## config.mk

```make
export PLATFORM = sky130hd
export DESIGN_NAME = axi_apb_bridge
export DESIGN_NICKNAME = d
export VERILOG_FILES = /design/src/design/axi_pkg.sv /design/src/design/apb_pkg.sv /design/src/design/chan_buffer.sv /design/src/design/req_sequencer.sv /design/src/design/apb_master.sv /design/src/design/resp_assembler.sv /design/src/design/axi_apb_bridge.sv
export VERILOG_INCLUDE_DIRS = /design/src /design/src/design
export SDC_FILE = /design/constraint.sdc
export NUM_CORES = 1
export LEC_CHECK = 0
export BUFFER_PORTS_ARGS = -buffer_cell sky130_fd_sc_hd__buf_2
export CORE_ASPECT_RATIO = 0.7
export CORE_MARGIN = 2
export CORE_UTILIZATION = 40
export DETAILED_ROUTE_END_ITERATION = 6
export GPL_ROUTABILITY_DRIVEN = 0
export SETUP_SLACK_MARGIN = 0.05
export SLEW_MARGIN = 15
export SYNTH_ARGS = -nofsm -noshare
export SYNTH_HDL_FRONTEND = slang
export SYNTH_SLANG_ARGS = --single-unit
```

## constraint.sdc

```tcl
create_clock -name ACLK -period 12.2 [get_ports ACLK]
set_input_delay 3.66 -clock ACLK [delete_from_list [all_inputs] [get_ports ACLK]]
set_output_delay 3.66 -clock ACLK [all_outputs]
set_load 0.1 [all_outputs]
```

## src/design/bridge_settings.svh

```systemverilog
`ifndef BRIDGE_SETTINGS_SVH
`define BRIDGE_SETTINGS_SVH

// AXI slave port
`define AXI_ADDR_WIDTH 32
`define AXI_DATA_WIDTH 64

// APB side, one word per transfer
`define APB_DATA_WIDTH 32

// per-slave span, 4 KB each
`define APB_ADDR_WIDTH 12
`define APB_NUM_SLAVES 8
`define APB_SEL_WIDTH 3

// entries per channel FIFO
`define BUFFER_DEPTH 2

`endif

```

## src/design/axi_pkg.sv

```systemverilog
`include "bridge_settings.svh"

package axi_pkg;

	typedef enum logic [1:0] {
		OKAY   = 2'b00,
		SLVERR = 2'b10
	} resp_e;

	typedef struct packed {
		logic [`AXI_ADDR_WIDTH-1:0] addr;
		logic [2:0]                 size;
	} aw_t;

	typedef struct packed {
		logic [`AXI_DATA_WIDTH-1:0] data;
	} w_t;

	typedef struct packed {
		logic [`AXI_ADDR_WIDTH-1:0] addr;
		logic [2:0]                 size;
	} ar_t;

	typedef struct packed {
		logic [`AXI_DATA_WIDTH-1:0] data;
		resp_e                      resp;
	} r_t;

	typedef struct packed {
		resp_e resp;
	} b_t;

endpackage

```

## src/design/apb_pkg.sv

```systemverilog
`include "bridge_settings.svh"

package apb_pkg;

	// one APB word transfer
	typedef struct packed {
		logic [`APB_SEL_WIDTH-1:0]  sel;
		logic [`APB_ADDR_WIDTH-1:0] addr;
		logic                       write;
		logic [`APB_DATA_WIDTH-1:0] wdata;
		logic                       lane;
		logic                       last;
	} cmd_t;

	typedef struct packed {
		logic [`APB_DATA_WIDTH-1:0] rdata;
		logic                       err;
		logic                       lane;
		logic                       last;
		logic                       write;
	} result_t;

endpackage

```

## src/design/chan_buffer.sv

```systemverilog
`include "bridge_settings.svh"

module chan_buffer #(
	parameter type payload_t = logic
) (
	input  logic     ACLK,
	input  logic     ARESETn,
	input  logic     in_valid_i,
	input  payload_t in_data_i,
	output logic     in_ready_o,
	output logic     out_valid_o,
	output payload_t out_data_o,
	input  logic     out_ready_i
);
	localparam int DEPTH = `BUFFER_DEPTH;
	localparam int PTR_W = (DEPTH > 1) ? $clog2(DEPTH) : 1;
	localparam int CNT_W = $clog2(DEPTH + 1);

	payload_t mem [DEPTH];
	logic [PTR_W-1:0] wr_ptr;
	logic [PTR_W-1:0] rd_ptr;
	logic [CNT_W-1:0] count;
	logic push;
	logic pop;

	function automatic logic [PTR_W-1:0] ptr_next(input logic [PTR_W-1:0] ptr);
		if (ptr == PTR_W'(DEPTH - 1))
			return '0;
		return ptr + 1'b1;
	endfunction

	assign in_ready_o  = (count != CNT_W'(DEPTH));
	assign out_valid_o = (count != '0);
	assign out_data_o  = mem[rd_ptr];
	assign push = in_valid_i & in_ready_o;
	assign pop  = out_valid_o & out_ready_i;

	always_ff @(posedge ACLK or negedge ARESETn) begin
		if (!ARESETn) begin
			wr_ptr <= '0;
			rd_ptr <= '0;
			count  <= '0;
		end else begin
			if (push)
				wr_ptr <= ptr_next(wr_ptr);
			if (pop)
				rd_ptr <= ptr_next(rd_ptr);
			// simultaneous push and pop keeps the count
			case ({push, pop})
				2'b10:   count <= count + 1'b1;
				2'b01:   count <= count - 1'b1;
				default: count <= count;
			endcase
		end
	end

	always_ff @(posedge ACLK) begin
		if (push)
			mem[wr_ptr] <= in_data_i;
	end

endmodule

```

## src/design/req_sequencer.sv

```systemverilog
`include "bridge_settings.svh"

module req_sequencer (
	input  logic          ACLK,
	input  logic          ARESETn,
	input  logic          aw_valid_i,
	input  axi_pkg::aw_t  aw_i,
	output logic          aw_ready_o,
	input  logic          w_valid_i,
	input  axi_pkg::w_t   w_i,
	output logic          w_ready_o,
	input  logic          ar_valid_i,
	input  axi_pkg::ar_t  ar_i,
	output logic          ar_ready_o,
	output logic          cmd_valid_o,
	output apb_pkg::cmd_t cmd_o,
	input  logic          cmd_ready_i
);
	logic busy;
	logic is_read;
	logic second;
	logic [`AXI_ADDR_WIDTH-1:0] addr;
	logic [2:0] size;
	logic wide;
	logic lane;
	logic cmd_done;

	assign addr = is_read ? ar_i.addr : aw_i.addr;
	assign size = is_read ? ar_i.size : aw_i.size;
	// 8-byte access goes out as two words
	assign wide = (size == 3'd3);
	assign lane = wide ? second : addr[2];

	assign cmd_valid_o = busy;

	always_comb begin
		cmd_o.sel   = addr[`APB_ADDR_WIDTH +: `APB_SEL_WIDTH];
		cmd_o.addr  = {addr[`APB_ADDR_WIDTH-1:3], lane, 2'b00};
		cmd_o.write = ~is_read;
		cmd_o.wdata = w_i.data[lane*`APB_DATA_WIDTH +: `APB_DATA_WIDTH];
		cmd_o.lane  = lane;
		cmd_o.last  = ~wide | second;
	end

	// heads are released with the final word
	assign cmd_done   = busy & cmd_ready_i & cmd_o.last;
	assign ar_ready_o = cmd_done & is_read;
	assign aw_ready_o = cmd_done & ~is_read;
	assign w_ready_o  = cmd_done & ~is_read;

	always_ff @(posedge ACLK or negedge ARESETn) begin
		if (!ARESETn) begin
			busy    <= 1'b0;
			is_read <= 1'b0;
			second  <= 1'b0;
		end else if (!busy) begin
			second <= 1'b0;
			// reads win over writes
			if (ar_valid_i) begin
				busy    <= 1'b1;
				is_read <= 1'b1;
			end else if (aw_valid_i && w_valid_i) begin
				busy    <= 1'b1;
				is_read <= 1'b0;
			end
		end else if (cmd_valid_o && cmd_ready_i) begin
			if (cmd_o.last)
				busy <= 1'b0;
			else
				second <= 1'b1;
		end
	end

endmodule

```

## src/design/apb_master.sv

```systemverilog
`include "bridge_settings.svh"

module apb_master (
	input  logic                                       ACLK,
	input  logic                                       ARESETn,
	input  logic                                       cmd_valid_i,
	input  apb_pkg::cmd_t                              cmd_i,
	output logic                                       cmd_ready_o,
	output logic                                       res_valid_o,
	output apb_pkg::result_t                           res_o,
	input  logic                                       res_ready_i,
	output logic [`APB_NUM_SLAVES-1:0]                 PSEL_o,
	output logic                                       PENABLE_o,
	output logic                                       PWRITE_o,
	output logic [`APB_ADDR_WIDTH-1:0]                 PADDR_o,
	output logic [`APB_DATA_WIDTH-1:0]                 PWDATA_o,
	input  logic [`APB_NUM_SLAVES*`APB_DATA_WIDTH-1:0] PRDATA_i,
	input  logic [`APB_NUM_SLAVES-1:0]                 PREADY_i,
	input  logic [`APB_NUM_SLAVES-1:0]                 PSLVERR_i
);
	typedef enum logic [1:0] {
		st_idle,
		st_setup,
		st_access,
		st_done
	} state_e;

	state_e state;
	apb_pkg::cmd_t cmd_q;
	logic [`APB_DATA_WIDTH-1:0] rdata_q;
	logic err_q;
	logic sel_ready;
	logic sel_err;
	logic [`APB_DATA_WIDTH-1:0] sel_rdata;
	logic [`APB_NUM_SLAVES-1:0] psel;

	// response of the addressed slave only
	assign sel_ready = PREADY_i[cmd_q.sel];
	assign sel_err   = PSLVERR_i[cmd_q.sel];
	assign sel_rdata = PRDATA_i[cmd_q.sel*`APB_DATA_WIDTH +: `APB_DATA_WIDTH];

	assign cmd_ready_o = (state == st_idle);
	assign res_valid_o = (state == st_done);

	always_comb begin
		res_o.rdata = rdata_q;
		res_o.err   = err_q;
		res_o.lane  = cmd_q.lane;
		res_o.last  = cmd_q.last;
		res_o.write = cmd_q.write;
	end

	always_comb begin
		psel = '0;
		if (state == st_setup || state == st_access)
			psel[cmd_q.sel] = 1'b1;
	end

	assign PSEL_o    = psel;
	assign PENABLE_o = (state == st_access);
	assign PWRITE_o  = cmd_q.write;
	assign PADDR_o   = cmd_q.addr;
	assign PWDATA_o  = cmd_q.wdata;

	always_ff @(posedge ACLK or negedge ARESETn) begin
		if (!ARESETn) begin
			state <= st_idle;
		end else begin
			case (state)
				st_idle:   if (cmd_valid_i) state <= st_setup;
				st_setup:  state <= st_access;
				st_access: if (sel_ready) state <= st_done;
				// hold here so back-pressure never splits a transfer
				st_done:   if (res_ready_i) state <= st_idle;
				default:   state <= st_idle;
			endcase
		end
	end

	always_ff @(posedge ACLK) begin
		if (cmd_valid_i && cmd_ready_o)
			cmd_q <= cmd_i;
		if (state == st_access && sel_ready) begin
			rdata_q <= sel_rdata;
			err_q   <= sel_err;
		end
	end

endmodule

```

## src/design/resp_assembler.sv

```systemverilog
`include "bridge_settings.svh"

module resp_assembler (
	input  logic                       ACLK,
	input  logic                       ARESETn,
	input  logic                       res_valid_i,
	input  apb_pkg::result_t           res_i,
	output logic                       res_ready_o,
	output logic [1:0]                 BRESP_o,
	output logic                       BVALID_o,
	input  logic                       BREADY_i,
	output logic [`AXI_DATA_WIDTH-1:0] RDATA_o,
	output logic [1:0]                 RRESP_o,
	output logic                       RLAST_o,
	output logic                       RVALID_o,
	input  logic                       RREADY_i
);
	logic fresh;
	logic [`AXI_DATA_WIDTH-1:0] data_q;
	logic err_q;
	logic [`AXI_DATA_WIDTH-1:0] data_acc;
	logic err_acc;
	logic res_fire;
	logic b_push;
	logic b_room;
	logic r_push;
	logic r_room;
	axi_pkg::resp_e resp;
	axi_pkg::b_t b_in;
	axi_pkg::b_t b_out;
	axi_pkg::r_t r_in;
	axi_pkg::r_t r_out;

	// lanes without a word stay zero
	always_comb begin
		data_acc = fresh ? '0 : data_q;
		data_acc[res_i.lane*`APB_DATA_WIDTH +: `APB_DATA_WIDTH] = res_i.rdata;
		err_acc = (~fresh & err_q) | res_i.err;
		if (err_acc)
			resp = axi_pkg::SLVERR;
		else
			resp = axi_pkg::OKAY;
	end

	assign res_ready_o = res_i.write ? b_room : r_room;
	assign res_fire    = res_valid_i & res_ready_o;
	assign b_push      = res_fire & res_i.last & res_i.write;
	assign r_push      = res_fire & res_i.last & ~res_i.write;

	assign b_in = '{resp: resp};
	assign r_in = '{data: data_acc, resp: resp};

	always_ff @(posedge ACLK or negedge ARESETn) begin
		if (!ARESETn)
			fresh <= 1'b1;
		else if (res_fire)
			fresh <= res_i.last;
	end

	always_ff @(posedge ACLK) begin
		if (res_fire) begin
			data_q <= data_acc;
			err_q  <= err_acc;
		end
	end

	chan_buffer #(.payload_t(axi_pkg::b_t)) b_buf (
		.ACLK        (ACLK),
		.ARESETn     (ARESETn),
		.in_valid_i  (b_push),
		.in_data_i   (b_in),
		.in_ready_o  (b_room),
		.out_valid_o (BVALID_o),
		.out_data_o  (b_out),
		.out_ready_i (BREADY_i)
	);

	chan_buffer #(.payload_t(axi_pkg::r_t)) r_buf (
		.ACLK        (ACLK),
		.ARESETn     (ARESETn),
		.in_valid_i  (r_push),
		.in_data_i   (r_in),
		.in_ready_o  (r_room),
		.out_valid_o (RVALID_o),
		.out_data_o  (r_out),
		.out_ready_i (RREADY_i)
	);

	assign BRESP_o = b_out.resp;
	assign RDATA_o = r_out.data;
	assign RRESP_o = r_out.resp;
	// single-beat transactions only
	assign RLAST_o = 1'b1;

endmodule

```

## src/design/axi_apb_bridge.sv

```systemverilog
`include "bridge_settings.svh"

module axi_apb_bridge (
	input  logic                                       ACLK,
	input  logic                                       ARESETn,
	input  logic [`AXI_ADDR_WIDTH-1:0]                 AWADDR_i,
	input  logic [2:0]                                 AWSIZE_i,
	input  logic                                       AWVALID_i,
	output logic                                       AWREADY_o,
	input  logic [`AXI_DATA_WIDTH-1:0]                 WDATA_i,
	input  logic                                       WVALID_i,
	output logic                                       WREADY_o,
	output logic [1:0]                                 BRESP_o,
	output logic                                       BVALID_o,
	input  logic                                       BREADY_i,
	input  logic [`AXI_ADDR_WIDTH-1:0]                 ARADDR_i,
	input  logic [2:0]                                 ARSIZE_i,
	input  logic                                       ARVALID_i,
	output logic                                       ARREADY_o,
	output logic [`AXI_DATA_WIDTH-1:0]                 RDATA_o,
	output logic [1:0]                                 RRESP_o,
	output logic                                       RLAST_o,
	output logic                                       RVALID_o,
	input  logic                                       RREADY_i,
	output logic [`APB_NUM_SLAVES-1:0]                 PSEL_o,
	output logic                                       PENABLE_o,
	output logic                                       PWRITE_o,
	output logic [`APB_ADDR_WIDTH-1:0]                 PADDR_o,
	output logic [`APB_DATA_WIDTH-1:0]                 PWDATA_o,
	input  logic [`APB_NUM_SLAVES*`APB_DATA_WIDTH-1:0] PRDATA_i,
	input  logic [`APB_NUM_SLAVES-1:0]                 PREADY_i,
	input  logic [`APB_NUM_SLAVES-1:0]                 PSLVERR_i
);
	axi_pkg::aw_t aw_in;
	axi_pkg::aw_t aw_head;
	axi_pkg::w_t w_in;
	axi_pkg::w_t w_head;
	axi_pkg::ar_t ar_in;
	axi_pkg::ar_t ar_head;
	logic aw_valid;
	logic aw_ready;
	logic w_valid;
	logic w_ready;
	logic ar_valid;
	logic ar_ready;
	apb_pkg::cmd_t cmd;
	logic cmd_valid;
	logic cmd_ready;
	apb_pkg::result_t res;
	logic res_valid;
	logic res_ready;

	assign aw_in = '{addr: AWADDR_i, size: AWSIZE_i};
	assign w_in  = '{data: WDATA_i};
	assign ar_in = '{addr: ARADDR_i, size: ARSIZE_i};

	chan_buffer #(.payload_t(axi_pkg::aw_t)) u_aw_buf (
		.ACLK        (ACLK),
		.ARESETn     (ARESETn),
		.in_valid_i  (AWVALID_i),
		.in_data_i   (aw_in),
		.in_ready_o  (AWREADY_o),
		.out_valid_o (aw_valid),
		.out_data_o  (aw_head),
		.out_ready_i (aw_ready)
	);

	chan_buffer #(.payload_t(axi_pkg::w_t)) u_w_buf (
		.ACLK        (ACLK),
		.ARESETn     (ARESETn),
		.in_valid_i  (WVALID_i),
		.in_data_i   (w_in),
		.in_ready_o  (WREADY_o),
		.out_valid_o (w_valid),
		.out_data_o  (w_head),
		.out_ready_i (w_ready)
	);

	chan_buffer #(.payload_t(axi_pkg::ar_t)) u_ar_buf (
		.ACLK        (ACLK),
		.ARESETn     (ARESETn),
		.in_valid_i  (ARVALID_i),
		.in_data_i   (ar_in),
		.in_ready_o  (ARREADY_o),
		.out_valid_o (ar_valid),
		.out_data_o  (ar_head),
		.out_ready_i (ar_ready)
	);

	req_sequencer u_req_sequencer (
		.ACLK        (ACLK),
		.ARESETn     (ARESETn),
		.aw_valid_i  (aw_valid),
		.aw_i        (aw_head),
		.aw_ready_o  (aw_ready),
		.w_valid_i   (w_valid),
		.w_i         (w_head),
		.w_ready_o   (w_ready),
		.ar_valid_i  (ar_valid),
		.ar_i        (ar_head),
		.ar_ready_o  (ar_ready),
		.cmd_valid_o (cmd_valid),
		.cmd_o       (cmd),
		.cmd_ready_i (cmd_ready)
	);

	apb_master u_apb_master (
		.ACLK        (ACLK),
		.ARESETn     (ARESETn),
		.cmd_valid_i (cmd_valid),
		.cmd_i       (cmd),
		.cmd_ready_o (cmd_ready),
		.res_valid_o (res_valid),
		.res_o       (res),
		.res_ready_i (res_ready),
		.PSEL_o      (PSEL_o),
		.PENABLE_o   (PENABLE_o),
		.PWRITE_o    (PWRITE_o),
		.PADDR_o     (PADDR_o),
		.PWDATA_o    (PWDATA_o),
		.PRDATA_i    (PRDATA_i),
		.PREADY_i    (PREADY_i),
		.PSLVERR_i   (PSLVERR_i)
	);

	resp_assembler u_resp_assembler (
		.ACLK        (ACLK),
		.ARESETn     (ARESETn),
		.res_valid_i (res_valid),
		.res_i       (res),
		.res_ready_o (res_ready),
		.BRESP_o     (BRESP_o),
		.BVALID_o    (BVALID_o),
		.BREADY_i    (BREADY_i),
		.RDATA_o     (RDATA_o),
		.RRESP_o     (RRESP_o),
		.RLAST_o     (RLAST_o),
		.RVALID_o    (RVALID_o),
		.RREADY_i    (RREADY_i)
	);

endmodule

```

Word level (Yosys, flattened, before mapping)
Memory sizes are Yosys's and may differ from the RTL's.
Cells that the tools add are included.

storage, ports and cells
  register bits after elaboration = 172
  bits in writable memories = 404
  bits of input ports = 413
  memories kept = 5

cells by class
  add/sub/neg operators = 21
  order comparisons = 2
  equal/unequal tests = 24
  shifts and indexed selects = 4
  multiplexer cells = 83
  bitwise gates (word level) = 26
  reductions and logical operators = 20

memory list
  name                        depth  bits a word  read ports  clocked after memory_dff  wr ports  line               source
  u_resp_assembler.r_buf.mem  2      66           1           0                         1         chan_buffer.sv:19  payload_t mem [DEPTH];
  u_w_buf.mem                 2      64           1           0                         1         chan_buffer.sv:19
  u_ar_buf.mem                2      35           1           0                         1         chan_buffer.sv:19
  u_aw_buf.mem                2      35           1           0                         1         chan_buffer.sv:19
  u_resp_assembler.b_buf.mem  2      2            1           0                         1         chan_buffer.sv:19

operator list
  cell                        count
  $shiftx A256 B9 Y32         1
  $mux W1                     65
  $bwmux W64                  1
  $mux W64                    1
  $shift A32 B34 Y64 const A  1
  $shiftx A32 B34 Y64         1
  $shiftx A64 B7 Y32          1
  $neg A6 Y34                 1
  $reduce_bool A2 Y1          11
  $pmux W2 S2                 5
  $and A1 B1 Y1               19
  $ne A2 B2 Y1 const B        8
  $mux W15                    1
  $eq A2 B2 Y1 const B        7
  $eq A2 B1 Y1 const B        6
  $add A1 B1 Y1 const B       10
  $add A2 B1 Y2 const B       5
  $sub A2 B1 Y2 const B       5
  $mux W2                     4
  $mux W8                     1
  $pmux W2 S4                 1
  $bmux W1 S3                 2
  $not A1 Y1                  5
  $logic_and A1 B1 Y1         4
  other kinds (11)            14

Depth between registers and ports, before layout
An unclocked memory read counts as a cell.

  depth in word-level cells = 10
  depth in mapped cells = 10

By module
From an unflattened synthesis, not the netlist that was laid out.

unflattened totals
  cells, all modules = 1670
  area total of the unflattened synthesis = 25876.1 um^2

by module, submodules not included
  module                                times used  cells an instance  area an instance (um^2)
  chan_buffer (u_ar_buf ...)            2           126                2736.4
  apb_master                            1           465                5342.6
  chan_buffer (u_resp_assembler.r_buf)  1           222                5071.1
  chan_buffer (u_w_buf)                 1           216                5019.8
  resp_assembler                        1           223                2857.7
  req_sequencer                         1           269                1774.2
  chan_buffer (u_resp_assembler.b_buf)  1           23                 337.8

Least setup slack after synthesis
Ideal clock, no wire load.

  path kind = register -> output
  start point = reg u_apb_master.cmd_q[48] (netlist name)
  end point = out PSEL_o[2]
  arrival = 3.414 ns
  path slack = 5.126 ns
  stages on the path, launching flop included = 6
  buffers on the path = 4
  path through = edfxtp_1 buf_2 buf_2 buf_2 clkbuf_1 nor3b_1

between the ends
  word-level cells in the longest chain between the ends = 5
  elaborated cells between the ends (all ways) = 6
  those cells by class = 2 x order compare; 3 x mux; 1 x reduce/logical

ends and longest elaborated chain
  element                                                                    line                  source
  from (decl)                                                                apb_master.sv:29      apb_pkg::cmd_t cmd_q;
  from (signal assigned)                                                     apb_master.sv:82      cmd_q <= cmd_i;
  $lt A3 B4 Y1 (implied by the code) / $ge A3 B1 Y1 (equally long branches)  apb_master.sv:56      psel[cmd_q.sel] = 1'b1;
  $logic_and A1 B1 Y1 (implied by the code)                                  apb_master.sv:56
  $mux W1 (implied by the code)                                              apb_master.sv:56
  $demux W1 S3 (*)                                                           -
  $mux W8 (*)                                                                apb_master.sv:55      if (state == st_setup || state == st_access)
  to (decl)                                                                  axi_apb_bridge.sv:25  output logic [`APB_NUM_SLAVES-1:0] PSEL_o,

Mark *: on every way between the ends. The rest lies on a longest branch, timed or not.

Worst setup path in the final report
Same ends and word-level chain as after synthesis.

==> run_results.csv <==
group,metric,value,unit
outcome,outcome,"finished clean",
worst_setup_path,startpoint_type,"flop",
floorplanning,initial_utilization,0.404,
clock_network,numCtsBuffers,48,
timing,report.final.slew_viol_count,0,
clock_network,root_buffer,"clkbuf_16",
clock_network,cts_tree,"yes",
min_path,hold_path_class,"reg -> reg",
placement,dp_hpwl,36.4,mm
clock_network,cts_setup_buffers,0,
logic_synthesis,yosys_warnings,0,
logic_synthesis,synthTopCellsByArea,"edfxtp_1, mux2_2, mux4_1",
logic_synthesis,synthArstFlopShare,0.0525,
drt,drc_errors,0,
clock_network,clock_latency,0.57,ns
logic_synthesis,synth_seq_cells,495,
timing,tightest_slew,1.13,ns
floorplanning,row_count,70,
clock_network,cts_resized,0,
global_route,grt_max_degree,68,
global_route,track_usage,0.191,
worst_setup_path,worst-path-max-fanout,52,
timing,rsz0062_at_grt,"false",
floorplanning,dieArea,54500,µm²
global_route,grt_pass1_vias,12571,
logic_synthesis,netlist_area,21000,µm²
power,p_leak,9.87,nW
clock_network,postCtsHoldBufs,0,
worst_setup_path,worstPathArrival,2.76,ns
power,power.density,293,nW/µm²
drt,first_iter_violations,873,
worst_setup_path,cp-end-kind,"output port",
timing,fmax,0.156,GHz
worst_setup_path,slowest_stage,"buf_4",
placement,place_area,24000,µm²
clock_network,h-tree-depth,2,
drt,routed-via-count,12612,
power,ir_worst_vdd,0.129,mV
cells_and_area,mostFrequentLayoutCell,"buf_2",
drt,vias_per_cell,5.11,
logic_synthesis,synth-edff-count,469,
timing,final-setup-viol-count,0,
logic_synthesis,synthCells,1291,
worst_setup_path,criticalPathCategory,"reg -> out",
global_route,antenna_found_initial,10,
logic_synthesis,yosys.area.top_type,"edfxtp_1",
run,maxCapViolations,0,
timing,hold_violations,0,
timing,fin_crit,6.42,ns
drt,drtAntennaViolNets,0,
clock_network,clk_pin_slew_worst_paths,0.06,ns
worst_setup_path,critPathTopFamily,"buffers and inverters",
cells_and_area,final_net_count,2167,
global_route,grt_pass1_wl,77.9,mm
clock_network,clock-sinks,495,
cells_and_area,drive_gt1_frac,0.404,
drt,dr.pass1.iters,5,
cells_and_area,syn2layout_area_growth,21.2,%
timing,min_period_over_period,0.526,
clock_network,cts.path.max_buffers,3,
timing,clock_skew,0.0190,ns
drt,routed_wirelength,53.5,mm
logic_synthesis,syn-mean-instance-area,16.3,µm²
logic_synthesis,netlist.area_leader.share,0.669,
cells_and_area,fin_area,25500,µm²
timing,setup_tns,0,ns
worst_setup_path,path_buf_inv,3,
placement,port_buffers,497,
worst_setup_path,cp_common_cell,"buf_4",
logic_synthesis,yosysUniqueCellTypes,52,
worst_setup_path,slowest_delay,0.62,ns
floorplanning,core_area,52100,µm²
logic_synthesis,synth_seq_area_share,0.700,
global_route,grt.overflow.total,0,
floorplanning,pin_count,541,
drt,wire_per_inst,21.7,µm
worst_setup_path,crit_chain,"buf_4, buf_4, nor3b_1, buf_2",
timing,maxSlewHeadroom,0.240,
worst_setup_path,required,8.54,ns
logic_synthesis,synth-main-ff-cell,"edfxtp_1",
floorplanning,die_h,196,µm
cells_and_area,final_cell_mix,"buf_2, edfxtp_1, mux2_2",
floorplanning,die_w,278,µm
==> report_power, final <==
| part | internal (mW) | switching, mW | leakage [nW] |
|---|---|---|---|
| Clock | 0.829 | 0.637 | 0.753 |
| Combinational | 0.824 | 2.43 | 4.47 |
| Sequential | 2.58 | 0.169 | 4.64 |
| Total | 4.23 | 3.23 | 9.87 |
==> kinds of logic after synthesis <==
| family | count (synthesis) | share of synthesized area |
|---|---|---|
| compound gates | 232 | 0.0739 |
| fa+ha+maj | 9 | 0.00535 |
| other cells | 2 | 0.000357 |
| xor+xnor | 25 | 0.0104 |
| buf+inv | 164 | 0.0403 |
| simple gates | 149 | 0.0340 |
| mux | 215 | 0.136 |
| flops | 495 | 0.700 |
==> final cells by class <==
cell class	instances	area, µm²
clock buffer	59	1260
antenna	4	10.0
inverter	43	161
multi-input combinational	635	5530
timing repair buffer	522	2680
fill	4497	26600
sequential	495	14700
clock inverter	27	277
tap	684	856
==> worst register-to-register path: cells and delay by family, from the launching register on <==
kind                   cells  cell delay, ns
DFF                        1            0.32
buffers and inverters      2            1.25
and+or+nand+nor            1            0.69
AOI/OAI and AO/OA          2            0.84
==> cells in the mapped netlist (2+ instances only) <==
| cell type | count |
|---|---|
| o21ai_0 | 67 |
| nor2_1 | 53 |
| buf_1 | 8 |
| edfxtp_1 | 469 |
| inv_1 | 42 |
| and2b_1 | 5 |
| nor3_1 | 3 |
| o211ai_1 | 3 |
| conb_1 | 2 |
| o22ai_1 | 2 |
| buf_6 | 4 |
| xor2_1 | 10 |
| mux2i_1 | 78 |
| or2_2 | 2 |
| buf_4 | 50 |
| a22oi_1 | 30 |
| mux2_2 | 100 |
| clkbuf_1 | 48 |
| buf_2 | 11 |
| nor2b_1 | 14 |
| and2_1 | 5 |
| a22o_1 | 31 |
| xnor2_1 | 15 |
| ha_1 | 9 |
| nand2b_1 | 5 |
| and3_1 | 6 |
| mux4_2 | 4 |
| a21oi_1 | 47 |
| mux4_1 | 32 |
| a211oi_1 | 14 |
| dfrtp_1 | 25 |
| o22a_1 | 30 |
| nand2_1 | 48 |
==> per-stage QoR <==
stage	power, mW	hold WS (ns)	cells	util	worst slack (ns)
floorplan	5.33	0.447	1294	-	5.13
global placement	6.01	0.468	2379	0.460	6.39
detailed placement	6.06	0.473	2379	0.460	6.40
CTS	7.55	0.484	2465	0.489	5.78
global route	7.81	0.505	2467	0.489	5.63
finish	7.47	0.475	2469	0.490	5.78
==> sequential cells by signal, summed over array words and instances (netlist names), 2 cells and up <==
name / flops
u_ar_buf.count: 2
u_apb_master.PWDATA_o: 32
u_apb_master.state: 2
u_aw_buf.count: 2
u_resp_assembler.b_buf.mem: 2
u_ar_buf.mem: 32
u_apb_master.PADDR_o: 10
u_aw_buf.mem: 32
u_apb_master.rdata_q: 32
u_apb_master.cmd_q: 3
u_w_buf.mem: 128
u_resp_assembler.r_buf.count: 2
u_resp_assembler.b_buf.count: 2
u_resp_assembler.data_q: 64
u_resp_assembler.r_buf.mem: 130
u_w_buf.count: 2
==> routing by layer <==
metal / up-vias / GRT usage / share of wire
met1: 6246 / 0.276 / 0.46
met5: - / 0 / 0.00095
met4: 8 / 0.0474 / 0.020
met2: 404 / 0.282 / 0.44
met3: 77 / 0.0562 / 0.076
li1: 5877 / - / -
==> final timing paths <==
kind,startpoint,to,slack [ns],depth (start not counted)
max,u_apb_master.cmd_q[48],PSEL_o[2],5.78,4
max reg2reg,u_apb_master.cmd_q[47],u_apb_master.rdata_q[11],8.82,5
min,u_resp_assembler.r_buf.count[1],u_resp_assembler.r_buf.count[1],0.48,1
min in group asynchronous,ARESETn,u_resp_assembler.b_buf.count[0],3.14,1
min reg2reg,u_resp_assembler.r_buf.count[1],u_resp_assembler.r_buf.count[1],0.48,1
max in group asynchronous,ARESETn,u_resp_assembler.r_buf.rd_ptr,8.58,1
No activity file was read; power rests on OpenSTA's default activity.
